--- src/rtl/addTreePkg.sv ---
package addTreePkg;

	// architecture choice shared by every block of the adder tree
	typedef enum logic [1:0] {
		SPEED_SLOW   = 2'd0, // linear compressors and ripple add
		SPEED_MEDIUM = 2'd1, // tree compressors and Brent-Kung prefix
		SPEED_FAST   = 2'd2  // tree compressors and Sklansky prefix
	} speedE;

	localparam int DEF_WIDTH = 8; // operand width in bits

	// operand count
	// even and at least 8 so each half tree gets a 4-input compressor
	localparam int DEF_DEPTH = 8;

endpackage
--- src/rtl/multiOperandSum.sv ---
`timescale 1ns/1ps

module multiOperandSum #(
	parameter int                width = addTreePkg::DEF_WIDTH,
	parameter int                depth = addTreePkg::DEF_DEPTH, // even, at least 8
	parameter addTreePkg::speedE speed = addTreePkg::SPEED_FAST
) (
	input  logic                              clk,
	input  logic                              rstN,
	input  logic                              inValid,
	input  logic [depth*width-1:0]            operands, // operand 0 at the low end
	output logic                              outValid,
	output logic [width+$clog2(depth)-1:0]    sum
);

	localparam int sumWidth = width + $clog2(depth); // exact result width
	localparam int half     = depth / 2;             // operands per tree

	logic                        stageValid;
	logic [depth*sumWidth-1:0]   opsQ; // widened operand register
	logic [sumWidth-1:0]         loSum;
	logic [sumWidth-1:0]         loCarry;
	logic [sumWidth-1:0]         hiSum;
	logic [sumWidth-1:0]         hiCarry;

	always_ff @(posedge clk) begin
		if (!rstN) begin
			stageValid <= 1'b0;
		end else begin
			stageValid <= inValid;
		end
	end

	// zero-extend so all later arithmetic is exact
	always_ff @(posedge clk) begin
		if (inValid) begin
			for (int k = 0; k < depth; k++) begin
				opsQ[k*sumWidth +: sumWidth] <=
					{{(sumWidth - width){1'b0}}, operands[k*width +: width]};
			end
		end
	end

	csaTree #(
		.width(sumWidth),
		.depth(half),
		.speed(speed)
	) loTree (
		.operands (opsQ[half*sumWidth-1:0]),
		.treeSum  (loSum),
		.treeCarry(loCarry)
	);

	csaTree #(
		.width(sumWidth),
		.depth(depth - half),
		.speed(speed)
	) hiTree (
		.operands (opsQ[depth*sumWidth-1:half*sumWidth]),
		.treeSum  (hiSum),
		.treeCarry(hiCarry)
	);

	sumMerge #(
		.width(sumWidth),
		.speed(speed)
	) mergeStage (
		.clk      (clk),
		.rstN     (rstN),
		.halfValid(stageValid),
		.loSum    (loSum),
		.loCarry  (loCarry),
		.hiSum    (hiSum),
		.hiCarry  (hiCarry),
		.outValid (outValid),
		.sum      (sum)
	);

endmodule

--- src/rtl/sumMerge.sv ---
`timescale 1ns/1ps

module sumMerge #(
	parameter int                width = 11,
	parameter addTreePkg::speedE speed = addTreePkg::SPEED_FAST
) (
	input  logic             clk,
	input  logic             rstN,
	input  logic             halfValid, // both half trees hold a new set
	input  logic [width-1:0] loSum,
	input  logic [width-1:0] loCarry,
	input  logic [width-1:0] hiSum,
	input  logic [width-1:0] hiCarry,
	output logic             outValid,  // one-cycle pulse
	output logic [width-1:0] sum
);

	logic             midValid;
	logic [4*width-1:0] midVecs; // lo sum at the low end
	logic [width-1:0] mergeSum;
	logic [width-1:0] mergeCarry;
	logic [width-1:0] addOut;

	always_ff @(posedge clk) begin
		if (!rstN) begin
			midValid <= 1'b0;
			outValid <= 1'b0;
		end else begin
			midValid <= halfValid;
			outValid <= midValid;
		end
	end

	always_ff @(posedge clk) begin
		if (halfValid) begin
			midVecs <= {hiCarry, hiSum, loCarry, loSum};
		end
		if (midValid) begin
			sum <= addOut; // held between results
		end
	end

	// 4:2 step
	csaTree #(
		.width(width),
		.depth(4),
		.speed(speed)
	) mergeTree (
		.operands (midVecs),
		.treeSum  (mergeSum),
		.treeCarry(mergeCarry)
	);

	prefixAdder #(
		.width(width),
		.speed(speed)
	) finalAdd (
		.a(mergeSum),
		.b(mergeCarry),
		.s(addOut)
	);

endmodule

--- src/rtl/csaTree.sv ---
`timescale 1ns/1ps

module csaTree #(
	parameter int                width = 8,
	parameter int                depth = 4, // at least 4
	parameter addTreePkg::speedE speed = addTreePkg::SPEED_FAST
) (
	input  logic [depth*width-1:0] operands,  // operand 0 at the low end
	output logic [width-1:0]       treeSum,
	output logic [width-1:0]       treeCarry  // already shifted to its weight
);

	localparam int cw = depth - 3; // slice-to-slice carries per slice

	logic [depth*width-1:0]  byWeight;   // bit b of every operand side by side
	logic [cw*(width+1)-1:0] sliceCarry; // one extra group above the top slice
	logic [width-1:0]        rawCarry;   // slice carries before the shift

	always_comb begin
		for (int b = 0; b < width; b++) begin
			for (int k = 0; k < depth; k++) begin
				byWeight[b*depth+k] = operands[k*width+b];
			end
		end
	end

	assign sliceCarry[cw-1:0] = '0; // nothing enters the lowest slice

	for (genvar b = 0; b < width; b++) begin : slice
		bitCompressor #(
			.depth(depth),
			.speed(speed)
		) cpr (
			.bitsIn  (byWeight[b*depth +: depth]),
			.carryIn (sliceCarry[b*cw +: cw]),
			.sum     (treeSum[b]),
			.carry   (rawCarry[b]),
			.carryOut(sliceCarry[(b+1)*cw +: cw])
		);
	end

	// top slice carries fall out of the word
	// width is sized so the true sum never reaches them
	assign treeCarry = {rawCarry[width-2:0], 1'b0};

endmodule

--- src/rtl/bitCompressor.sv ---
`timescale 1ns/1ps

module bitCompressor #(
	parameter int                depth = 4,
	parameter addTreePkg::speedE speed = addTreePkg::SPEED_FAST
) (
	input  logic [depth-1:0] bitsIn,   // equal-weight input bits
	input  logic [depth-4:0] carryIn,  // from the slice below
	output logic             sum,
	output logic             carry,    // weight of the next slice
	output logic [depth-4:0] carryOut  // to the slice above
);
	import addTreePkg::*;

	logic [depth-3:0] faCarry; // one carry per full adder

	if (speed == SPEED_SLOW) begin : linearCpr
		logic [depth-3:0] chainSum; // running sum down the chain

		// first adder eats three input bits
		assign chainSum[0] = bitsIn[0] ^ bitsIn[1] ^ bitsIn[2];
		assign faCarry[0]  = (bitsIn[0] & bitsIn[1]) | (bitsIn[0] & bitsIn[2])
			| (bitsIn[1] & bitsIn[2]);

		// each later adder takes one new bit and one slice carry
		for (genvar i = 1; i < depth - 2; i++) begin : fa
			assign chainSum[i] = bitsIn[i+2] ^ carryIn[i-1] ^ chainSum[i-1];
			assign faCarry[i]  = (bitsIn[i+2] & carryIn[i-1])
				| (bitsIn[i+2] & chainSum[i-1]) | (carryIn[i-1] & chainSum[i-1]);
		end
		assign sum = chainSum[depth-3];
	end else begin : treeCpr
		// queue of pending bits with inputs first and results appended behind
		logic [3*depth-6:0] fifo;

		assign fifo[depth-1:0] = bitsIn;

		for (genvar i = 0; i < depth - 2; i++) begin : fa
			// pop three from the head
			assign fifo[depth+2*i] = fifo[3*i] ^ fifo[3*i+1] ^ fifo[3*i+2];
			assign faCarry[i]      = (fifo[3*i] & fifo[3*i+1]) | (fifo[3*i] & fifo[3*i+2])
				| (fifo[3*i+1] & fifo[3*i+2]);
			if (i < depth - 3) begin : push
				assign fifo[depth+2*i+1] = carryIn[i]; // push one slice carry
			end
		end
		assign sum = fifo[3*depth-6]; // sum of the last adder
	end

	assign carryOut = faCarry[depth-4:0];
	assign carry    = faCarry[depth-3];

endmodule

--- src/rtl/prefixAdder.sv ---
`timescale 1ns/1ps

module prefixAdder #(
	parameter int                width = 8,
	parameter addTreePkg::speedE speed = addTreePkg::SPEED_FAST
) (
	input  logic [width-1:0] a,
	input  logic [width-1:0] b,
	output logic [width-1:0] s  // a + b modulo 2**width
);
	import addTreePkg::*;

	if (speed == SPEED_SLOW) begin : rippleAdd
		assign s = a + b; // plain carry chain
	end else begin : prefixAdd
		logic [width-1:0] bitGen;  // both bits set
		logic [width-1:0] bitProp; // either bit set
		logic [width-1:0] halfSum;
		logic [width-1:0] grpGen;  // carry out of bits 0..i

		assign bitGen  = a & b;
		assign bitProp = a | b; // or-propagate is enough for carries
		assign halfSum = a ^ b;

		prefixCarryNet #(
			.width(width),
			.speed(speed)
		) carryNet (
			.genIn  (bitGen),
			.propIn (bitProp),
			.genOut (grpGen),
			.propOut()
		);

		// no carry into bit 0
		assign s = halfSum ^ {grpGen[width-2:0], 1'b0};
	end

endmodule

--- src/rtl/prefixCarryNet.sv ---
`timescale 1ns/1ps

module prefixCarryNet #(
	parameter int                width = 8,
	parameter addTreePkg::speedE speed = addTreePkg::SPEED_FAST
) (
	input  logic [width-1:0] genIn,   // bit generate
	input  logic [width-1:0] propIn,  // bit propagate
	output logic [width-1:0] genOut,  // group generate 0..i
	output logic [width-1:0] propOut  // group propagate 0..i
);
	import addTreePkg::*;

	// levels of a full power-of-two tree, at least one
	localparam int lvlCnt = (width > 1) ? $clog2(width) : 1;

	if (speed == SPEED_SLOW) begin : serialNet
		logic [width-1:0] gChain; // running group generate
		logic [width-1:0] pChain; // running group propagate

		assign gChain[0] = genIn[0];
		assign pChain[0] = propIn[0];
		for (genvar i = 1; i < width; i++) begin : node
			assign gChain[i] = genIn[i] | (propIn[i] & gChain[i-1]);
			assign pChain[i] = propIn[i] & pChain[i-1];
		end
		assign genOut  = gChain;
		assign propOut = pChain;
	end else if (speed == SPEED_MEDIUM) begin : brentKungNet
		// row 0 is the input, then lvlCnt up rows and lvlCnt-1 down rows
		logic [2*lvlCnt-1:0][width-1:0] gLvl;
		logic [2*lvlCnt-1:0][width-1:0] pLvl;

		assign gLvl[0] = genIn;
		assign pLvl[0] = propIn;

		// up sweep builds aligned power-of-two groups
		for (genvar l = 1; l <= lvlCnt; l++) begin : upLvl
			for (genvar i = 0; i < width; i++) begin : node
				if ((i + 1) % (2 ** l) == 0) begin : black
					localparam int src = i - 2 ** (l - 1); // top of lower group
					assign gLvl[l][i] = gLvl[l-1][i] | (pLvl[l-1][i] & gLvl[l-1][src]);
					assign pLvl[l][i] = pLvl[l-1][i] & pLvl[l-1][src];
				end else begin : white
					assign gLvl[l][i] = gLvl[l-1][i];
					assign pLvl[l][i] = pLvl[l-1][i];
				end
			end
		end

		// down sweep fills in the bits between group tops
		for (genvar t = 1; t < lvlCnt; t++) begin : downLvl
			localparam int row  = lvlCnt + t;
			localparam int span = 2 ** (lvlCnt - t - 1); // distance to partner
			for (genvar i = 0; i < width; i++) begin : node
				if ((i % (2 * span) == span - 1) && (i >= 2 * span)) begin : black
					assign gLvl[row][i] = gLvl[row-1][i]
						| (pLvl[row-1][i] & gLvl[row-1][i-span]);
					assign pLvl[row][i] = pLvl[row-1][i] & pLvl[row-1][i-span];
				end else begin : white
					assign gLvl[row][i] = gLvl[row-1][i];
					assign pLvl[row][i] = pLvl[row-1][i];
				end
			end
		end
		assign genOut  = gLvl[2*lvlCnt-1];
		assign propOut = pLvl[2*lvlCnt-1];
	end else begin : sklanskyNet
		logic [lvlCnt:0][width-1:0] gLvl; // row 0 is the input
		logic [lvlCnt:0][width-1:0] pLvl;

		assign gLvl[0] = genIn;
		assign pLvl[0] = propIn;
		for (genvar l = 1; l <= lvlCnt; l++) begin : lvl
			for (genvar i = 0; i < width; i++) begin : node
				// upper half of each 2**l group takes the lower half's top
				if (((i >> (l - 1)) & 1) == 1) begin : black
					localparam int src = ((i >> (l - 1)) << (l - 1)) - 1;
					assign gLvl[l][i] = gLvl[l-1][i] | (pLvl[l-1][i] & gLvl[l-1][src]);
					assign pLvl[l][i] = pLvl[l-1][i] & pLvl[l-1][src];
				end else begin : white
					assign gLvl[l][i] = gLvl[l-1][i];
					assign pLvl[l][i] = pLvl[l-1][i];
				end
			end
		end
		assign genOut  = gLvl[lvlCnt];
		assign propOut = pLvl[lvlCnt];
	end

endmodule

--- config.mk ---
export PLATFORM = sky130hd
export DESIGN_NAME = multiOperandSum
export DESIGN_NICKNAME = d
export VERILOG_FILES = /design/src/rtl/addTreePkg.sv /design/src/rtl/multiOperandSum.sv /design/src/rtl/sumMerge.sv /design/src/rtl/csaTree.sv /design/src/rtl/bitCompressor.sv /design/src/rtl/prefixAdder.sv /design/src/rtl/prefixCarryNet.sv
export SDC_FILE = /design/constraint.sdc
export NUM_CORES = 1
export LEC_CHECK = 0
export ABC_AREA = 0
export BUFFER_PORTS_ARGS = -buffer_cell sky130_fd_sc_hd__buf_2
export CORE_MARGIN = 2
export CORE_UTILIZATION = 54
export CTS_CLUSTER_SIZE = 10
export DETAILED_ROUTE_END_ITERATION = 8
export PLACE_DENSITY = 0.77
export SYNTH_ARGS = -nofsm -noshare
export SYNTH_HDL_FRONTEND = slang
export SYNTH_SLANG_ARGS = --single-unit
export TNS_END_PERCENT = 50
--- constraint.sdc ---
create_clock -name clk -period 3.65 [get_ports clk]
set_input_delay 0.73 -clock clk [delete_from_list [all_inputs] [get_ports clk]]
set_output_delay 0.73 -clock clk [all_outputs]
set_load 0.01 [all_outputs]
==> flow_metrics.env, run 1 <==
export IMPL_antenna_left=0
export IMPL_p_leak_nw=2.32
export IMPL_peakVddDrop_v=0.000274
export IMPL_yosys_area_top_type="edfxtp_1"
export IMPL_drcViolationCount=0
export IMPL_critPathRequiredTime_ns=3.78
export IMPL_fin_crit_sh_pct=93.3
export IMPL_worst_hold_slack_ns=0.516
export IMPL_ys_types=21
export IMPL_worstPathCellList="fa_1 > fa_1 > ha_1 > inv_1 > fa_1 > nor2_1 > o311ai_2 > a21bo_1 > fa_1 > xnor2_1"
export IMPL_synthCells=257
export IMPL_n_fill_cell=611
export IMPL_slew_viol_final=0
export IMPL_synth_area_top_cells="edfxtp_1, fa_1, inv_1, ha_1, dfxtp_1"
export IMPL_grt_first_pass_wirelength_um=10900
export IMPL_syn2layout_area_growth_pct=14.8
export IMPL_core_area_um2=8760
export IMPL_tritoncts="yes"
export IMPL_synth_top_area_share_pct=66.8
export IMPL_hpwl_um=4830
export IMPL_drtPass1Iterations=4
export IMPL_pre_cts_slack_ns=0.250
export IMPL_fmax_mhz=294
export IMPL_critPathArrivalTime_ns=3.54
export IMPL_yosys_warnings=0
export IMPL_end_kind="flop"
export IMPL_die_height_um=99.2
export IMPL_p_per_area_nw_per_um2=583
export IMPL_chipWidth_um=99.2
export IMPL_tns_ns=0
export IMPL_crit_fanout=3
export IMPL_max_stage_delay_ns=0.56
export IMPL_clock_sinks=112
export IMPL_cts_resized_gates=0
export IMPL_dp_cells=445
export IMPL_placed_area_um2=5440
export IMPL_maxCapViolations=0
export IMPL_synth_edf_count=109
export IMPL_p_comb_share_pct=27.6
export IMPL_vias=2133
export IMPL_path_class="reg -> reg"
export IMPL_pin_count=79
export IMPL_finalInstanceArea_um2=5620
export IMPL_overflow=0
export IMPL_ys_async_sr_fraction_pct=0
export IMPL_timing_worst_slew_pin_value_ns=1.10
export IMPL_multi_input_area_um2=1350
export IMPL_synth_most_common_cell="edfxtp_1"
export IMPL_outcome="complete, no violations"
export IMPL_rows=34
export IMPL_fin_crit_ns=3.41
export IMPL_power_mw=3.28
export IMPL_initial_core_util_pct=55.9
export IMPL_start_kind="flop"
export IMPL_nets=480
export IMPL_cell_internal_pwr_mw=2.33
export IMPL_routed_wl_um=6290
export IMPL_wire_per_inst_um=13.6
export IMPL_drt_initial_drc_count=54
export IMPL_syn_area_um2=4900
export IMPL_io_buffers=78
export IMPL_critical_path_slowest_cell="fa_1"
export IMPL_cp_num_buf_inv=1
export IMPL_path_delay_family="adder cells"
export IMPL_swShare_pct=28.9
export IMPL_fin_ws_ns=0.244
export IMPL_insertedDiodeCount=0
export IMPL_drive_above_1_share_pct=27.2
export IMPL_synth_nets=389
export IMPL_setup_viol=0
export IMPL_h_tree_depth=3
export IMPL_grt_pass1_vias=2404
export IMPL_numCtsBuffers=9
export IMPL_clk_pin_slew_ns=0.11
export IMPL_p_switching_mw=0.948
export IMPL_gp_congestion=0.713
export IMPL_antenna_found_initial=0
export IMPL_grt_setup_unrepaired="no"
export IMPL_hold_violations=0
export IMPL_root_buffer="clkbuf_8"
export IMPL_synth_seq_area_share_pct=68.1
export IMPL_syn_mean_instance_area_um2=19.1
export IMPL_vias_per_cell=4.63
export IMPL_grtUsageTotal_pct=14.9
export IMPL_grt_max_degree=54
export IMPL_seqPwrFrac_pct=51.8
export IMPL_synth_common_cells="edfxtp_1, inv_1, fa_1, ha_1, nor2_1"
export IMPL_clockPowerShare_pct=20.6
export IMPL_die_area_um2=9850
export IMPL_clock_latency_ns=0.38
export IMPL_hold_buffers=0
export IMPL_finalNonFillerCells=461
export IMPL_path_common_cell="fa_1"
export IMPL_ys_flop_type="edfxtp_1"
export IMPL_ys_seq_elements=112
export IMPL_hp_class="in -> reg"
export IMPL_fin_skew_ns=0.0126
export IMPL_final_core_util_pct=64.1
export IMPL_cts_max_path_buffers=2
export IMPL_slew_headroom_pct=26.6
export IMPL_postCtsSetupBuffers=0
export IMPL_ff_latch_area_um2=3330
==> power by group through the flow <==
stage | Clock, mW | Combinational (mW) | Sequential (mW)
4_1_cts | 0.701 | 0.933 | 1.70
5_1_grt | 0.745 | 1.08 | 1.72
3_5_place_dp | 0 | 0.923 | 1.73
3_3_place_gp | 0 | 0.873 | 1.72
6_report | 0.674 | 0.905 | 1.70
2_1_floorplan | 0 | 0.645 | 1.74
==> logic make-up (layout without fill, tap and decap cells) <==
| group | count (synthesis) | in the layout | synth area share [%] |
|---|---|---|---|
| XOR/XNOR | 3 | 3 | 0.537 |
| adder cells (fa/ha/maj) | 65 | 65 | 24.1 |
| flip-flops | 112 | 112 | 68.1 |
| AND/OR/NAND/NOR | 13 | 13 | 1.48 |
| AO/OA/AOI/OAI | 8 | 8 | 1.51 |
| buffers and inverters | 56 | 152 | 4.29 |
==> placed cells by master, fill, tap and decap left out, types with 2 or more instances in the layout <==
master / instances
and2_1: 3
buf_2: 78
buf_4: 2
clkbuf_1: 2
clkbuf_8: 9
dfxtp_1: 3
edfxtp_1: 109
fa_1: 49
ha_1: 16
inv_1: 56
inv_6: 3
nand2b_1: 2
nor2_1: 5
xnor2_1: 2
==> worst paths after layout <==
path / start / slack (ns) / cells after the start / endpoint
worst max-delay path: mergeStage.midVecs[2]$_DFFE_PP_ / 0.24 / 10 / mergeStage.sum[9]$_DFFE_PP_
worst min-delay path: operands[0] / 0.52 / 1 / opsQ[0]$_DFFE_PP_
worst max register to register: mergeStage.midVecs[2]$_DFFE_PP_ / 0.24 / 10 / mergeStage.sum[9]$_DFFE_PP_
worst min register to register: opsQ[77]$_DFFE_PP_ / 0.57 / 1 / mergeStage.midVecs[34]$_DFFE_PP_
==> layout make-up <==
class	instances	share of cell area [%]
Sequential cell	112	59.3
Multi-Input combinational cell	89	24.1
Timing Repair Buffer	80	7.21
Inverter	56	3.74
Tap cell	108	2.40
Clock buffer	11	2.34
Clock inverter	5	0.913
==> registers in the layout (all words and copies together), names as in the netlist <==
signal	cells
stageValid	1
mergeStage.outValid	1
mergeStage.midVecs	34
mergeStage.sum	11
opsQ	64
mergeStage.midValid	1
==> metal layers <==
metal / vias up / GRT usage [%] / wire length (µm)
li1: 1037 / - / -
met1: 1033 / 18.6 / 2550
met2: 53 / 24.6 / 3290
met3: 10 / 3.87 / 306
met4: 0 / 6.74 / 136
met5: - / 0 / 0
(Power assumes the default switching activity.)
==> run 2: changes to the inputs <==
- ABC_AREA: 0 -> 1
- CORE_ASPECT_RATIO: not set -> 0.7
==> run 2 against run 1 <==
Compared with the run above:
- fmax up 7.8%
- clock power rose by 50%
- sequential cell count unchanged
- core utilization grew 0.67 points
==> flow_metrics.env, run 2 <==
export IMPL_critPathArrivalTime_ns=3.25
export IMPL_placed_area_um2=5470
export IMPL_cts_resized_gates=0
export IMPL_crit_fanout=4
export IMPL_synth_common_cells="edfxtp_1, inv_1, fa_1, ha_1, nand2_1"
export IMPL_final_common_cell="edfxtp_1"
export IMPL_critical_path_slowest_cell="fa_1"
export IMPL_ys_types=16
export IMPL_synth_edf_count=109
export IMPL_synth_area_top_cells="edfxtp_1, fa_1, inv_1, ha_1, dfxtp_1"
export IMPL_grt_first_pass_wirelength_um=10900
export IMPL_overflow=0
export IMPL_clk_pin_slew_ns=0.07
export IMPL_fin_crit_ns=3.16
export IMPL_final_core_util_pct=64.8
export IMPL_wl_met2_um=3040
export IMPL_regMostFlops="opsQ"
export IMPL_worstPathCellList="fa_1 > fa_1 > ha_1 > inv_1 > fa_1 > inv_1 > nand3_1 > nand3_2 > inv_1 > fa_1 > xnor2_1"
export IMPL_pre_cts_slack_ns=0.469
export IMPL_die_height_um=83.7
export IMPL_numCtsBuffers=9
export IMPL_pin_count=79
export IMPL_slew_headroom_pct=46.0
export IMPL_p_leak_nw=2.45
export IMPL_largestRegisters="opsQ (64), mergeStage.midVecs (34), mergeStage.sum (11)"
export IMPL_dr_max_layer_used="met4"
export IMPL_r2r_setup_slack_ns=0.49
export IMPL_synth_top_area_share_pct=66.8
export IMPL_grtUsageTotal_pct=14.9
export IMPL_vias=2190
export IMPL_h_tree_depth=3
export IMPL_antenna_found_initial=0
export IMPL_setup_viol=0
export IMPL_grt_pass1_vias=2339
export IMPL_power_mw=3.61
export IMPL_yosys_area_top_type="edfxtp_1"
export IMPL_wire_per_inst_um=13.0
export IMPL_postCtsSetupBuffers=0
export IMPL_hold_buffers=0
export IMPL_yosys_warnings=0
export IMPL_synth_nets=401
export IMPL_root_buffer="clkbuf_16"
export IMPL_wl_met1_um=2910
export IMPL_drt_initial_drc_count=86
export IMPL_ys_flop_type="edfxtp_1"
export IMPL_tritoncts="yes"
export IMPL_path_class="reg -> reg"
export IMPL_peakVddDrop_v=0.000402
export IMPL_met3_length_um=338
export IMPL_fin_crit_sh_pct=86.6
export IMPL_syn2layout_area_growth_pct=18.1
export IMPL_maxCapViolations=0
export IMPL_drcViolationCount=0
export IMPL_synth_most_common_cell="edfxtp_1"
export IMPL_hold_violations=0
export IMPL_clock_sinks=112
export IMPL_synth_seq_area_share_pct=68.1
export IMPL_io_buffers=78
export IMPL_ys_seq_elements=112
export IMPL_path_common_cell="fa_1"
export IMPL_routed_wl_um=6390
export IMPL_drive_above_1_share_pct=27.6
export IMPL_core_area_um2=8930
export IMPL_ys_async_sr_fraction_pct=0
export IMPL_hp_class="reg -> reg"
export IMPL_vias_per_cell=4.47
export IMPL_hpwl_um=4910
export IMPL_initial_core_util_pct=54.9
export IMPL_finalNonFillerCells=490
export IMPL_start_kind="flop"
export IMPL_chipWidth_um=118
export IMPL_fmax_mhz=316
export IMPL_max_stage_delay_ns=0.57
export IMPL_p_per_area_nw_per_um2=624
export IMPL_insertedDiodeCount=0
export IMPL_slew_viol_final=0
export IMPL_antenna_left=0
export IMPL_grt_setup_unrepaired="no"
export IMPL_nets=493
export IMPL_outcome="complete, no violations"
export IMPL_rows=29
export IMPL_end_kind="flop"
export IMPL_timing_worst_slew_pin_value_ns=0.810
export IMPL_synthCells=269
export IMPL_cts_max_path_buffers=2
export IMPL_clock_latency_ns=0.34
export IMPL_gp_congestion=0.775
export IMPL_finalInstanceArea_um2=5780
export IMPL_layout_common_cells="edfxtp_1, buf_2, inv_1"
export IMPL_dp_cells=474
export IMPL_worst_hold_slack_ns=0.541
export IMPL_tns_ns=0
export IMPL_die_area_um2=9860
export IMPL_drtPass1Iterations=6
export IMPL_syn_area_um2=4900
export IMPL_syn_mean_instance_area_um2=18.2
export IMPL_n_fill_cell=649
export IMPL_fin_skew_ns=0.00498
export IMPL_largest_register_ffs=64
export IMPL_critPathRequiredTime_ns=3.74
export IMPL_grt_max_degree=38
export IMPL_fin_ws_ns=0.490
## run 2: changes by cell type in the layout (fill, tap and decap cells not counted), sizes merged, moves of 2 or more
cell    previous run  this run
nand2b             2         0
and2               3         0
bufinv             0         2
clkbuf            11         9
nand3              0         5
clkinv             2         4
inv               59        66
nand2              0        12
## run 2: logic make-up after synthesis
| kind of cell | Yosys count | share of synthesized area [%] |
|---|---|---|
| compound gates | 1 | 0.102 |
| xor+xnor | 3 | 0.537 |
| flops | 112 | 68.1 |
| fa+ha+maj | 65 | 24.1 |
| buf+inv | 65 | 4.98 |
| simple gates | 23 | 2.20 |
## run 2: power by group
group / leakage (nW) / total (mW) / switching [mW] / internal, mW
Combinational: 1.22 / 0.900 / 0.510 / 0.390
Sequential: 1.07 / 1.70 / 0.0536 / 1.64
Clock: 0.159 / 1.01 / 0.412 / 0.602
Total: 2.45 / 3.61 / 0.975 / 2.64
## run 2: routing by layer
| metal | up-vias | track usage (%) |
|---|---|---|
| li1 | 1059 | - |
| met1 | 1060 | 19.8 |
| met2 | 61 | 22.5 |
| met3 | 10 | 5.53 |
| met4 | 0 | 6.24 |
| met5 | - | 0 |
## run 2: path summary, 6_finish.rpt
kind / start / endpoint / cells past startpoint
hold / removal: mergeStage.midVecs[22]$_DFFE_PP_ / mergeStage.sum[0]$_DFFE_PP_ / 1
hold reg to reg: mergeStage.midVecs[22]$_DFFE_PP_ / mergeStage.sum[0]$_DFFE_PP_ / 1
setup / recovery: mergeStage.midVecs[2]$_DFFE_PP_ / mergeStage.sum[9]$_DFFE_PP_ / 11
setup reg to reg: mergeStage.midVecs[2]$_DFFE_PP_ / mergeStage.sum[9]$_DFFE_PP_ / 11
## run 2: final cells by class
cell class	count	area, µm²	area share [%]
Inverter	65	244	4.22
Multi-Input combinational cell	92	1320	22.8
Clock inverter	7	93.8	1.62
Timing Repair Buffer	81	413	7.14
Sequential cell	112	3330	57.6
Tap cell	124	155	2.68
Clock buffer	9	225	3.89
## run 2: critical path, delay by kind of cell (launching register included)
kind	cells	cell delay, ns
xor+xnor	1	0.13
fa+ha+maj	5	1.97
flops	1	0.39
simple gates	2	0.19
buf+inv	3	0.22
